==> src/source/bellmanFordConsts.svh <==
`ifndef BELLMAN_FORD_CONSTS_SVH
`define BELLMAN_FORD_CONSTS_SVH

`define BF_NODE_WIDTH 8
`define BF_WEIGHT_WIDTH 8
`define BF_DIST_WIDTH 16
`define BF_ADDR_WIDTH 13
`define BF_LINE_WIDTH 128

`define BF_MAX_NODES 32

// Pairs per graph line
`define BF_FIRST_PAIRS 7
`define BF_NEXT_PAIRS 8

// Link count field of a first line
`define BF_COUNT_MSB 119
`define BF_COUNT_LSB 112

`define BF_PATH_END 16'hFFFF

`endif

==> src/source/bellmanFordPkg.sv <==
`include "bellmanFordConsts.svh"

package bellmanFordPkg;

    // Node 0 is never a valid node
    typedef logic [`BF_NODE_WIDTH-1:0] nodeId_t;

    typedef logic signed [`BF_WEIGHT_WIDTH-1:0] weight_t;

    typedef logic signed [`BF_DIST_WIDTH-1:0] distance_t;

    typedef logic [`BF_ADDR_WIDTH-1:0] graphAddress_t;

    typedef logic [`BF_LINE_WIDTH-1:0] graphLine_t;

endpackage

==> src/source/distanceTable.sv <==
`include "bellmanFordConsts.svh"

module distanceTable (
    input  logic                      clock,
    input  logic                      reset,
    input  logic                      initialize,
    input  bellmanFordPkg::nodeId_t   initNode,
    input  logic                      writeEnable,
    input  bellmanFordPkg::nodeId_t   writeNode,
    input  bellmanFordPkg::nodeId_t   writePredecessor,
    input  bellmanFordPkg::distance_t writeDistance,
    input  bellmanFordPkg::nodeId_t   scanNode,
    output logic                      scanReached,
    output bellmanFordPkg::distance_t scanDistance,
    input  bellmanFordPkg::nodeId_t   relaxNode,
    output logic                      relaxReached,
    output bellmanFordPkg::distance_t relaxDistance,
    input  bellmanFordPkg::nodeId_t   pathNode,
    output logic                      pathReached,
    output bellmanFordPkg::distance_t pathDistance,
    output bellmanFordPkg::nodeId_t   pathPredecessor
);
    localparam int indexWidth = $clog2(`BF_MAX_NODES);

    logic                      reached [`BF_MAX_NODES];
    bellmanFordPkg::distance_t distance [`BF_MAX_NODES];
    bellmanFordPkg::nodeId_t   predecessor [`BF_MAX_NODES];

    always_ff @(posedge clock)
    begin
        if (reset || initialize)
        begin
            for (int i = 0; i < `BF_MAX_NODES; i++)
                reached[i] <= 1'b0;
        end
        // Source starts at distance 0 and points to itself
        if (!reset && initialize)
        begin
            reached[initNode[indexWidth-1:0]] <= 1'b1;
            distance[initNode[indexWidth-1:0]] <= '0;
            predecessor[initNode[indexWidth-1:0]] <= initNode;
        end
        else if (!reset && writeEnable)
        begin
            reached[writeNode[indexWidth-1:0]] <= 1'b1;
            distance[writeNode[indexWidth-1:0]] <= writeDistance;
            predecessor[writeNode[indexWidth-1:0]] <= writePredecessor;
        end
    end

    assign scanReached = reached[scanNode[indexWidth-1:0]];
    assign scanDistance = distance[scanNode[indexWidth-1:0]];
    assign relaxReached = reached[relaxNode[indexWidth-1:0]];
    assign relaxDistance = distance[relaxNode[indexWidth-1:0]];
    assign pathReached = reached[pathNode[indexWidth-1:0]];
    assign pathDistance = distance[pathNode[indexWidth-1:0]];
    assign pathPredecessor = predecessor[pathNode[indexWidth-1:0]];

    writeInTable: assert property (@(posedge clock) disable iff (reset)
        writeEnable |-> writeNode != '0 && writeNode < `BF_MAX_NODES);

endmodule

==> src/source/adjacencyFetch.sv <==
`include "bellmanFordConsts.svh"

module adjacencyFetch (
    input  logic                          clock,
    input  logic                          reset,
    input  logic                          fetchStart,
    input  bellmanFordPkg::nodeId_t       fetchNode,
    input  bellmanFordPkg::nodeId_t       nodeCount,
    output logic                          graphReadEnable,
    output bellmanFordPkg::graphAddress_t graphAddress,
    input  bellmanFordPkg::graphLine_t    graphData,
    output logic                          edgeValid,
    output bellmanFordPkg::nodeId_t       edgeNode,
    output bellmanFordPkg::weight_t       edgeWeight,
    output logic                          fetchDone
);
    localparam int pairWidth = `BF_NODE_WIDTH + `BF_WEIGHT_WIDTH;

    typedef enum logic [2:0] {
        stateIdle,
        stateIndexWait,
        stateIndex,
        stateLineWait,
        stateLine,
        stateEmit,
        stateDone
    } fetchState_t;

    fetchState_t                state;
    bellmanFordPkg::graphLine_t pairBuffer;
    bellmanFordPkg::nodeId_t    linksLeft;
    bellmanFordPkg::nodeId_t    pairsLeft;
    bellmanFordPkg::nodeId_t    linkTotal;
    bellmanFordPkg::nodeId_t    linePairs;
    bellmanFordPkg::nodeId_t    lineCapacity;
    logic                       firstLine;

    // Pairs to use from the line on graphData
    always_comb
    begin
        lineCapacity = firstLine ? bellmanFordPkg::nodeId_t'(`BF_FIRST_PAIRS)
                                 : bellmanFordPkg::nodeId_t'(`BF_NEXT_PAIRS);
        linkTotal = firstLine ? graphData[`BF_COUNT_MSB:`BF_COUNT_LSB] : linksLeft;
        linePairs = (linkTotal < lineCapacity) ? linkTotal : lineCapacity;
    end

    always_ff @(posedge clock)
    begin
        if (reset)
        begin
            state <= stateIdle;
            graphReadEnable <= 1'b0;
            edgeValid <= 1'b0;
            fetchDone <= 1'b0;
        end
        else
        begin
            graphReadEnable <= 1'b0;
            edgeValid <= 1'b0;
            fetchDone <= 1'b0;
            case (state)
                stateIdle:
                begin
                    if (fetchStart)
                    begin
                        graphReadEnable <= 1'b1;
                        graphAddress <= bellmanFordPkg::graphAddress_t'(fetchNode);
                        state <= stateIndexWait;
                    end
                end
                stateIndexWait:
                    state <= stateIndex;
                stateIndex:
                begin
                    graphReadEnable <= 1'b1;
                    graphAddress <= graphData[`BF_ADDR_WIDTH-1:0];
                    firstLine <= 1'b1;
                    state <= stateLineWait;
                end
                stateLineWait:
                    state <= stateLine;
                stateLine:
                begin
                    linksLeft <= linkTotal;
                    pairsLeft <= linePairs;
                    // Align the first pair to the top of the buffer
                    pairBuffer <= firstLine ? graphData << pairWidth : graphData;
                    firstLine <= 1'b0;
                    if (linkTotal == '0)
                    begin
                        fetchDone <= 1'b1;
                        state <= stateIdle;
                    end
                    else
                        state <= stateEmit;
                end
                stateEmit:
                begin
                    edgeValid <= 1'b1;
                    edgeNode <= pairBuffer[`BF_LINE_WIDTH-1 -: `BF_NODE_WIDTH];
                    edgeWeight <= pairBuffer[`BF_LINE_WIDTH-`BF_NODE_WIDTH-1 -: `BF_WEIGHT_WIDTH];
                    pairBuffer <= pairBuffer << pairWidth;
                    pairsLeft <= pairsLeft - 1'b1;
                    linksLeft <= linksLeft - 1'b1;
                    if (linksLeft == 8'd1)
                        state <= stateDone;
                    else if (pairsLeft == 8'd1)
                    begin
                        // Continuation line sits at the next address
                        graphReadEnable <= 1'b1;
                        graphAddress <= graphAddress + 1'b1;
                        state <= stateLineWait;
                    end
                end
                stateDone:
                begin
                    fetchDone <= 1'b1;
                    state <= stateIdle;
                end
                default:
                    state <= stateIdle;
            endcase
        end
    end

    neighborInRange: assert property (@(posedge clock) disable iff (reset)
        edgeValid |-> edgeNode != '0 && edgeNode <= nodeCount);

endmodule

==> src/source/edgeRelaxer.sv <==
`include "bellmanFordConsts.svh"

module edgeRelaxer (
    input  logic                      clock,
    input  logic                      reset,
    input  logic                      edgeValid,
    input  bellmanFordPkg::nodeId_t   edgeNode,
    input  bellmanFordPkg::weight_t   edgeWeight,
    input  bellmanFordPkg::nodeId_t   sourceNode,
    input  bellmanFordPkg::distance_t sourceDistance,
    output bellmanFordPkg::nodeId_t   relaxNode,
    input  logic                      relaxReached,
    input  bellmanFordPkg::distance_t relaxDistance,
    output logic                      writeEnable,
    output bellmanFordPkg::nodeId_t   writeNode,
    output bellmanFordPkg::nodeId_t   writePredecessor,
    output bellmanFordPkg::distance_t writeDistance,
    output logic                      relaxerIdle
);
    logic                      stageValid;
    bellmanFordPkg::nodeId_t   stageNode;
    bellmanFordPkg::distance_t stageCandidate;
    logic                      targetReached;
    bellmanFordPkg::distance_t targetDistance;
    logic                      improves;

    assign relaxNode = stageNode;
    assign relaxerIdle = !stageValid && !writeEnable;

    always_comb
    begin
        // Write in stage two has not reached the table yet
        if (writeEnable && writeNode == stageNode)
        begin
            targetReached = 1'b1;
            targetDistance = writeDistance;
        end
        else
        begin
            targetReached = relaxReached;
            targetDistance = relaxDistance;
        end
        improves = stageValid && (!targetReached || stageCandidate < targetDistance);
    end

    always_ff @(posedge clock)
    begin
        if (reset)
        begin
            stageValid <= 1'b0;
            writeEnable <= 1'b0;
        end
        else
        begin
            stageValid <= edgeValid;
            writeEnable <= improves;
        end
    end

    always_ff @(posedge clock)
    begin
        if (edgeValid)
        begin
            stageNode <= edgeNode;
            stageCandidate <= sourceDistance + bellmanFordPkg::distance_t'(edgeWeight);
        end
        if (improves)
        begin
            writeNode <= stageNode;
            writeDistance <= stageCandidate;
            writePredecessor <= sourceNode;
        end
    end

endmodule

==> src/source/passController.sv <==
`include "bellmanFordConsts.svh"

module passController (
    input  logic                      clock,
    input  logic                      reset,
    input  logic                      start,
    input  bellmanFordPkg::nodeId_t   source,
    input  bellmanFordPkg::nodeId_t   destination,
    input  bellmanFordPkg::nodeId_t   nodeCount,
    output logic                      busy,
    output logic                      finish,
    output logic                      negCycle,
    output logic                      initialize,
    output bellmanFordPkg::nodeId_t   initNode,
    output bellmanFordPkg::nodeId_t   scanNode,
    input  logic                      scanReached,
    input  bellmanFordPkg::distance_t scanDistance,
    output logic                      fetchStart,
    output bellmanFordPkg::nodeId_t   fetchNode,
    output bellmanFordPkg::nodeId_t   sourceNode,
    output bellmanFordPkg::distance_t sourceDistance,
    input  logic                      fetchDone,
    input  logic                      relaxerIdle,
    input  logic                      updated,
    output logic                      walkStart,
    output bellmanFordPkg::nodeId_t   walkSource,
    output bellmanFordPkg::nodeId_t   walkDestination,
    input  logic                      pathDone
);
    typedef enum logic [2:0] {
        stateIdle,
        stateInit,
        stateScan,
        stateWaitFetch,
        stateWaitRelax,
        stateEndPass,
        stateWalk,
        stateFinish
    } passState_t;

    passState_t              state;
    bellmanFordPkg::nodeId_t sourceReg;
    bellmanFordPkg::nodeId_t destinationReg;
    bellmanFordPkg::nodeId_t nodeCountReg;
    bellmanFordPkg::nodeId_t currentNode;
    bellmanFordPkg::nodeId_t passCount;
    logic                    passUpdated;
    logic                    advance;

    assign busy = state != stateIdle;
    assign finish = state == stateFinish;
    assign initialize = state == stateInit;
    assign initNode = sourceReg;
    assign scanNode = currentNode;
    assign fetchStart = state == stateScan && scanReached;
    assign fetchNode = currentNode;
    assign sourceNode = currentNode;
    assign walkStart = state == stateEndPass && !passUpdated;
    assign walkSource = sourceReg;
    assign walkDestination = destinationReg;

    // Unreached nodes are skipped within the pass
    assign advance = (state == stateScan && !scanReached)
                  || (state == stateWaitRelax && relaxerIdle);

    always_ff @(posedge clock)
    begin
        if (reset)
        begin
            state <= stateIdle;
            negCycle <= 1'b0;
            passUpdated <= 1'b0;
        end
        else
        begin
            if (updated)
                passUpdated <= 1'b1;
            case (state)
                stateIdle:
                begin
                    if (start)
                    begin
                        sourceReg <= source;
                        destinationReg <= destination;
                        nodeCountReg <= nodeCount;
                        negCycle <= 1'b0;
                        state <= stateInit;
                    end
                end
                stateInit:
                begin
                    currentNode <= 8'd1;
                    passCount <= 8'd1;
                    passUpdated <= 1'b0;
                    state <= stateScan;
                end
                stateScan:
                begin
                    sourceDistance <= scanDistance;
                    if (scanReached)
                        state <= stateWaitFetch;
                end
                stateWaitFetch:
                begin
                    if (fetchDone)
                        state <= stateWaitRelax;
                end
                stateEndPass:
                begin
                    if (!passUpdated)
                        state <= stateWalk;
                    else if (passCount == nodeCountReg)
                    begin
                        // Still relaxing after nodeCount passes
                        negCycle <= 1'b1;
                        state <= stateFinish;
                    end
                    else
                    begin
                        passCount <= passCount + 1'b1;
                        currentNode <= 8'd1;
                        passUpdated <= 1'b0;
                        state <= stateScan;
                    end
                end
                stateWalk:
                begin
                    if (pathDone)
                        state <= stateFinish;
                end
                stateFinish:
                    state <= stateIdle;
                default:
                    ;
            endcase
            if (advance)
            begin
                if (currentNode == nodeCountReg)
                    state <= stateEndPass;
                else
                begin
                    currentNode <= currentNode + 1'b1;
                    state <= stateScan;
                end
            end
        end
    end

endmodule

==> src/source/pathWriter.sv <==
`include "bellmanFordConsts.svh"

module pathWriter (
    input  logic                          clock,
    input  logic                          reset,
    input  logic                          walkStart,
    input  bellmanFordPkg::nodeId_t       walkSource,
    input  bellmanFordPkg::nodeId_t       walkDestination,
    output bellmanFordPkg::nodeId_t       pathNode,
    input  logic                          pathReached,
    input  bellmanFordPkg::distance_t     pathDistance,
    input  bellmanFordPkg::nodeId_t       pathPredecessor,
    output logic                          outWriteEnable,
    output bellmanFordPkg::graphAddress_t outAddress,
    output bellmanFordPkg::distance_t     outData,
    output logic                          pathDone
);
    typedef enum logic [1:0] {stateIdle, stateHead, stateNodes, stateEnd} walkState_t;

    walkState_t                    state;
    bellmanFordPkg::nodeId_t       currentNode;
    bellmanFordPkg::nodeId_t       sourceReg;
    bellmanFordPkg::nodeId_t       steps;
    bellmanFordPkg::graphAddress_t nextAddress;

    assign pathNode = currentNode;

    always_ff @(posedge clock)
    begin
        if (reset)
        begin
            state <= stateIdle;
            outWriteEnable <= 1'b0;
            pathDone <= 1'b0;
        end
        else
        begin
            // One word per cycle in every active state
            outWriteEnable <= state != stateIdle;
            pathDone <= 1'b0;
            case (state)
                stateIdle:
                begin
                    if (walkStart)
                        state <= stateHead;
                end
                stateHead:
                begin
                    pathDone <= !pathReached;
                    state <= pathReached ? stateNodes : stateIdle;
                end
                stateNodes:
                begin
                    if (currentNode == sourceReg)
                        state <= stateEnd;
                end
                default:
                begin
                    pathDone <= 1'b1;
                    state <= stateIdle;
                end
            endcase
        end
    end

    always_ff @(posedge clock)
    begin
        case (state)
            stateIdle:
            begin
                currentNode <= walkDestination;
                sourceReg <= walkSource;
                steps <= '0;
                nextAddress <= '0;
            end
            stateHead:
                outData <= pathReached ? pathDistance : `BF_PATH_END;
            stateNodes:
            begin
                outData <= bellmanFordPkg::distance_t'(currentNode);
                currentNode <= pathPredecessor;
                steps <= steps + 1'b1;
            end
            default:
                outData <= `BF_PATH_END;
        endcase
        if (state != stateIdle)
        begin
            outAddress <= nextAddress;
            nextAddress <= nextAddress + 1'b1;
        end
    end

    walkBounded: assert property (@(posedge clock) disable iff (reset)
        state == stateNodes |-> steps < `BF_MAX_NODES);

endmodule

==> src/source/bellmanFordTop.sv <==
`include "bellmanFordConsts.svh"

module bellmanFordTop (
    input  logic                          clock,
    input  logic                          reset,
    input  logic                          start,
    input  bellmanFordPkg::nodeId_t       source,
    input  bellmanFordPkg::nodeId_t       destination,
    input  bellmanFordPkg::nodeId_t       nodeCount,
    output logic                          graphReadEnable,
    output bellmanFordPkg::graphAddress_t graphAddress,
    input  bellmanFordPkg::graphLine_t    graphData,
    output logic                          outWriteEnable,
    output bellmanFordPkg::graphAddress_t outAddress,
    output bellmanFordPkg::distance_t     outData,
    output logic                          busy,
    output logic                          finish,
    output logic                          negCycle
);
    logic                      initialize;
    bellmanFordPkg::nodeId_t   initNode;
    logic                      writeEnable;
    bellmanFordPkg::nodeId_t   writeNode;
    bellmanFordPkg::nodeId_t   writePredecessor;
    bellmanFordPkg::distance_t writeDistance;
    bellmanFordPkg::nodeId_t   scanNode;
    logic                      scanReached;
    bellmanFordPkg::distance_t scanDistance;
    bellmanFordPkg::nodeId_t   relaxNode;
    logic                      relaxReached;
    bellmanFordPkg::distance_t relaxDistance;
    bellmanFordPkg::nodeId_t   pathNode;
    logic                      pathReached;
    bellmanFordPkg::distance_t pathDistance;
    bellmanFordPkg::nodeId_t   pathPredecessor;
    logic                      fetchStart;
    bellmanFordPkg::nodeId_t   fetchNode;
    logic                      fetchDone;
    logic                      edgeValid;
    bellmanFordPkg::nodeId_t   edgeNode;
    bellmanFordPkg::weight_t   edgeWeight;
    bellmanFordPkg::nodeId_t   sourceNode;
    bellmanFordPkg::distance_t sourceDistance;
    logic                      relaxerIdle;
    logic                      walkStart;
    bellmanFordPkg::nodeId_t   walkSource;
    bellmanFordPkg::nodeId_t   walkDestination;
    logic                      pathDone;

    distanceTable distances (.*);

    adjacencyFetch fetch (.*);

    edgeRelaxer relaxer (.*);

    // Table write strobe doubles as the update flag
    passController controller (.*, .updated(writeEnable));

    pathWriter writer (.*);

endmodule

==> config.mk <==
export PLATFORM = sky130hd
export DESIGN_NAME = bellmanFordTop
export DESIGN_NICKNAME = d
export VERILOG_FILES = /design/src/source/bellmanFordPkg.sv /design/src/source/distanceTable.sv /design/src/source/adjacencyFetch.sv /design/src/source/edgeRelaxer.sv /design/src/source/passController.sv /design/src/source/pathWriter.sv /design/src/source/bellmanFordTop.sv
export VERILOG_INCLUDE_DIRS = /design/src /design/src/source
export SDC_FILE = /design/constraint.sdc
export NUM_CORES = 2
export LEC_CHECK = 0
export ABC_AREA = 1
export BUFFER_PORTS_ARGS = -buffer_cell sky130_fd_sc_hd__clkbuf_2
export CORE_ASPECT_RATIO = 0.9
export CORE_MARGIN = 2
export CORE_UTILIZATION = 34
export CTS_CLUSTER_SIZE = 14
export DETAILED_ROUTE_END_ITERATION = 7
export PLACE_DENSITY = 0.45
export SLEW_MARGIN = 20
export SYNTH_ARGS = -nofsm -noshare
export SYNTH_HDL_FRONTEND = slang
export SYNTH_HIERARCHICAL = 1
export SYNTH_SLANG_ARGS = --single-unit
==> constraint.sdc <==
create_clock -name clock -period 16.2 [get_ports clock]
set_input_delay 0.81 -clock clock [delete_from_list [all_inputs] [get_ports clock]]
set_output_delay 0.81 -clock clock [all_outputs]
set_load 0.03 [all_outputs]
==> impl.org <==
** Finish
- Fraction of layout instances using a drive strength above 1 :: 8.731%
- After routing the design area is 68420 µm².
- The library cell used most frequently in the layout, excluding fill and tap cells, is nand2_1.
- Most used cells in the layout excluding fill and tap cells :: nand2_1 (3189), nand3_1 (1474), edfxtp_1 (1099), nor2_1 (231), clkbuf_2 (201)
- From synthesis to final layout, the design area changed by 12.14%.
- Once layout is complete, the cells apart from fillers number 9723.
- After the last flow step, the layout net total stands at 7419.
- Once layout is complete, the utilization of the core stands at 38.35%.

** Floorplanning
- Initial Util :: 34.20%
- Area of the die :: 182900 µm²
- Die Y :: 405.9 µm
- The initialized floorplan defines 147 standard-cell rows.
- Core region area :: 178400 µm²
- Horizontal die dimension :: 450.5 µm
- In this run the count of I/O pins placed on the die edge is 202.

** Place
- Pre-CTS worst setup slack :: 10.58 ns
- Detailed placement ended at an HPWL of 135200 µm.
- Summing all placed instances gives a cell area of 64080 µm².
- The count of buffers added on input and output ports is 201.
- In this run, placement finished with an instance count of 9463.
- Weighted congestion at the end of routability-driven global placement :: 0.8810

** Job
- Max-cap violations in this run came to 0.

** Timing
- Unrepaired setup endpoints after global routing :: no
- Layout Skew :: 0.02385 ns
- Min setup slack post-route :: 10.51 ns
- Max frequency :: 0.1756 GHz
- Finish-stage setup viols :: 0
- Final hold slack :: 0.2113 ns
- Setup tns final :: 0 ns
- Clock period minus worst slack :: 5.694 ns
- In this run the tightest slew margin relative to its limit is 17.60%.
- The final-report max-slew violation count was 0.
- Transition time at the pin with the least slew margin :: 1.236 ns
- The final critical path takes up 35.15% of the cycle.
- Total count of hold-check failures in the final report :: 0

** Pwr
- Part of the total power dissipated in combinational logic :: 37.7%
- Power density of the placed cells :: 153.2 nW/µm²
- Switching Share :: 42.40%
- IR analysis of the VDD net gives a maximum drop of 0.1718 mV.
- Part of the power in registers :: 33.4%
- Cell leakage power :: 27.18 nW
- The share of total power dissipated in the clock network is 28.9%.
- The internal power of the cells totals 6.037 mW.
- Total power after layout :: 10.48 mW
- In this run the power spent charging and discharging nets is 4.445 mW.

** Clock network
- CTS root buf :: clkbuf_16
- Clock latency on the worst-skew pair, taken at its later pin, is 0.77 ns.
- Sinks on Clock Net :: 1161
- Clock-pin slew was measured on the worst setup and hold paths at 0.06 ns.
- Cts repair resizes :: 0
- The clock passes through at most 3 buffers.
- Number of post-CTS setup repair buffers :: 0
- CTS tree :: yes
- Hold-fix buffer count after cts :: 0
- In this run the number of H-tree levels came out at 4.
- In this run, CTS created clock tree buffers numbering 138.

** Logic synthesis
- Synthesized instance count :: 7259
- Total standard cell area after synthesis :: 61020 µm²
- Synth Net Count :: 7458
- Mapped Avg Cell Area :: 8.406 µm²
- During synthesis, Yosys emitted a total of 6 warnings.

** Route
- Starting DRC count in detailed routing :: 6379
- After detailed routing, the average wire length per cell comes to 24.64 µm.
- The first TritonRoute pass finished after 8 iterations.
- Residual DRC count :: 0
- Final WL :: 239600 µm
- Vias/cell :: 5.428
- Once detail routing completed, the nets flagged for antenna violations numbered 0.
- Count of vias placed by the detailed router :: 52779

** GRT
- Vias in the first global route :: 49422
- Overall track demand over capacity in global routing :: 25.47%
- The first global-routing pass estimated 345100 µm of wire.
- Pin count of the biggest net entering global routing :: 183
- The total overflow left after global routing is 0.
- Antenna violations before repair :: 5

** Worst setup path
- The worst setup path is captured at a register.
- Worst-case reg-to-reg path depth :: 19
- Slowest stage delay, CP :: 0.85 ns
- Along the worst path, the maximum fanout reaches 76.
- On the critical path, the stage with the largest delay is an instance of buf_4.
- Counting stages on the worst path, the most repeated cell is nand2_1.
- STA puts the critical path data arrival time at 6.14 ns.
- R2R Path End :: relaxer/writeDistance[13]$_DFFE_PP_
- The worst setup path is launched from a register.
- In this run the critical register-to-register path is launched from relaxer/relaxNode[1]$_DFFE_PP_.
- Across all register-to-register paths, the minimum setup slack is 10.51 ns.
- Series of cell instances along the critical path :: inv_6 -> buf_4 -> nand3_1 -> nand3_1 -> nand2_1 -> nand2_1 -> nand2_1 -> nand2_1 -> nand2_1 -> mux2i_1 -> ha_1 -> a21oi_1 -> a31oi_1 -> a2111oi_0 -> nand3_1 -> nand3_1 -> nand2_1 -> inv_1 -> buf_4
- Req. time, crit path :: 16.65 ns
- Worst Setup Path Type :: register to register

** Min path
- Worst hold start :: source[1]
- The path class of the tightest hold or removal check is primary input to register.
- Number of cells on the worst hold path :: 1
- Hold EP :: controller/initNode[1]$_DFFE_PP_

** Run status
- Result of the run :: completed
-- area by class of cell --
| cell class | instances | area, µm² |
|---|---|---|
| Clock inverter | 67 | 579.3 |
| Clock buffer | 183 | 3725 |
| Timing Repair Buffer | 314 | 1962 |
| Inverter | 194 | 774.5 |
| Fill cell | 18073 | 110000 |
| Antenna cell | 9 | 22.52 |
| Multi-Input combinational cell | 5411 | 24130 |
| Tap cell | 2384 | 2983 |
| Sequential cell | 1161 | 34240 |
-- critical path, delay by kind of cell (launching register included) --
kind | cells | cell delay (ns)
fa+ha+maj | 1 | 0.26
compound gates | 3 | 0.68
buf+inv | 4 | 2.44
flops | 1 | 0.49
mux | 1 | 0.14
simple gates | 10 | 1.21
-- sequential cells by signal, indices dropped and copies added (netlist names), 13 cells and up --
register / flops
controller/sourceDistance: 16
relaxer/writeDistance: 16
writer/outData: 16
distances/reached: 32
distances/distance: 512
fetch/pairBuffer: 128
writer/nextAddress: 13
fetch/graphAddress: 13
relaxer/stageCandidate: 16
writer/outAddress: 13
distances/predecessor: 256
-- how the worst max path moves through the flow --
stage	startpoint	to	cells past startpoint	slack, ns
CTS	relaxer/relaxNode[0]$_DFFE_PP_	relaxer/writeDistance[13]$_DFFE_PP_	20	10.53
global route	relaxer/relaxNode[0]$_DFFE_PP_	relaxer/writeDistance[13]$_DFFE_PP_	22	10.19
global placement	relaxer/relaxNode[0]$_DFFE_PP_	relaxer/writeDistance[10]$_DFFE_PP_	22	10.51
detailed placement	relaxer/relaxNode[0]$_DFFE_PP_	relaxer/writeDistance[10]$_DFFE_PP_	20	10.58
finish	relaxer/relaxNode[1]$_DFFE_PP_	relaxer/writeDistance[13]$_DFFE_PP_	19	10.51
floorplan	reset	fetch/linksLeft[0]$_DFFE_PP_	2	4.57
-- power by group through the flow --
stage          Combinational, mW  Sequential, mW  Clock (mW)
4_1_cts                     3.85            3.50        3.10
3_5_place_dp                3.84            3.57           0
2_1_floorplan               2.28            3.57           0
5_1_grt                     4.20            3.50        3.20
6_report                    3.96            3.50        3.03
3_3_place_gp                3.84            3.57           0
-- routing by layer --
layer  GRT usage, %  vias to the layer above  wire, µm
met1          36.70                    25438    107500
met3          5.013                      479     20710
met2          37.33                     2506    101500
li1               -                    24354         -
met4          10.27                        2      9857
met5              0                        -        13
(Power assumes the default switching activity.)
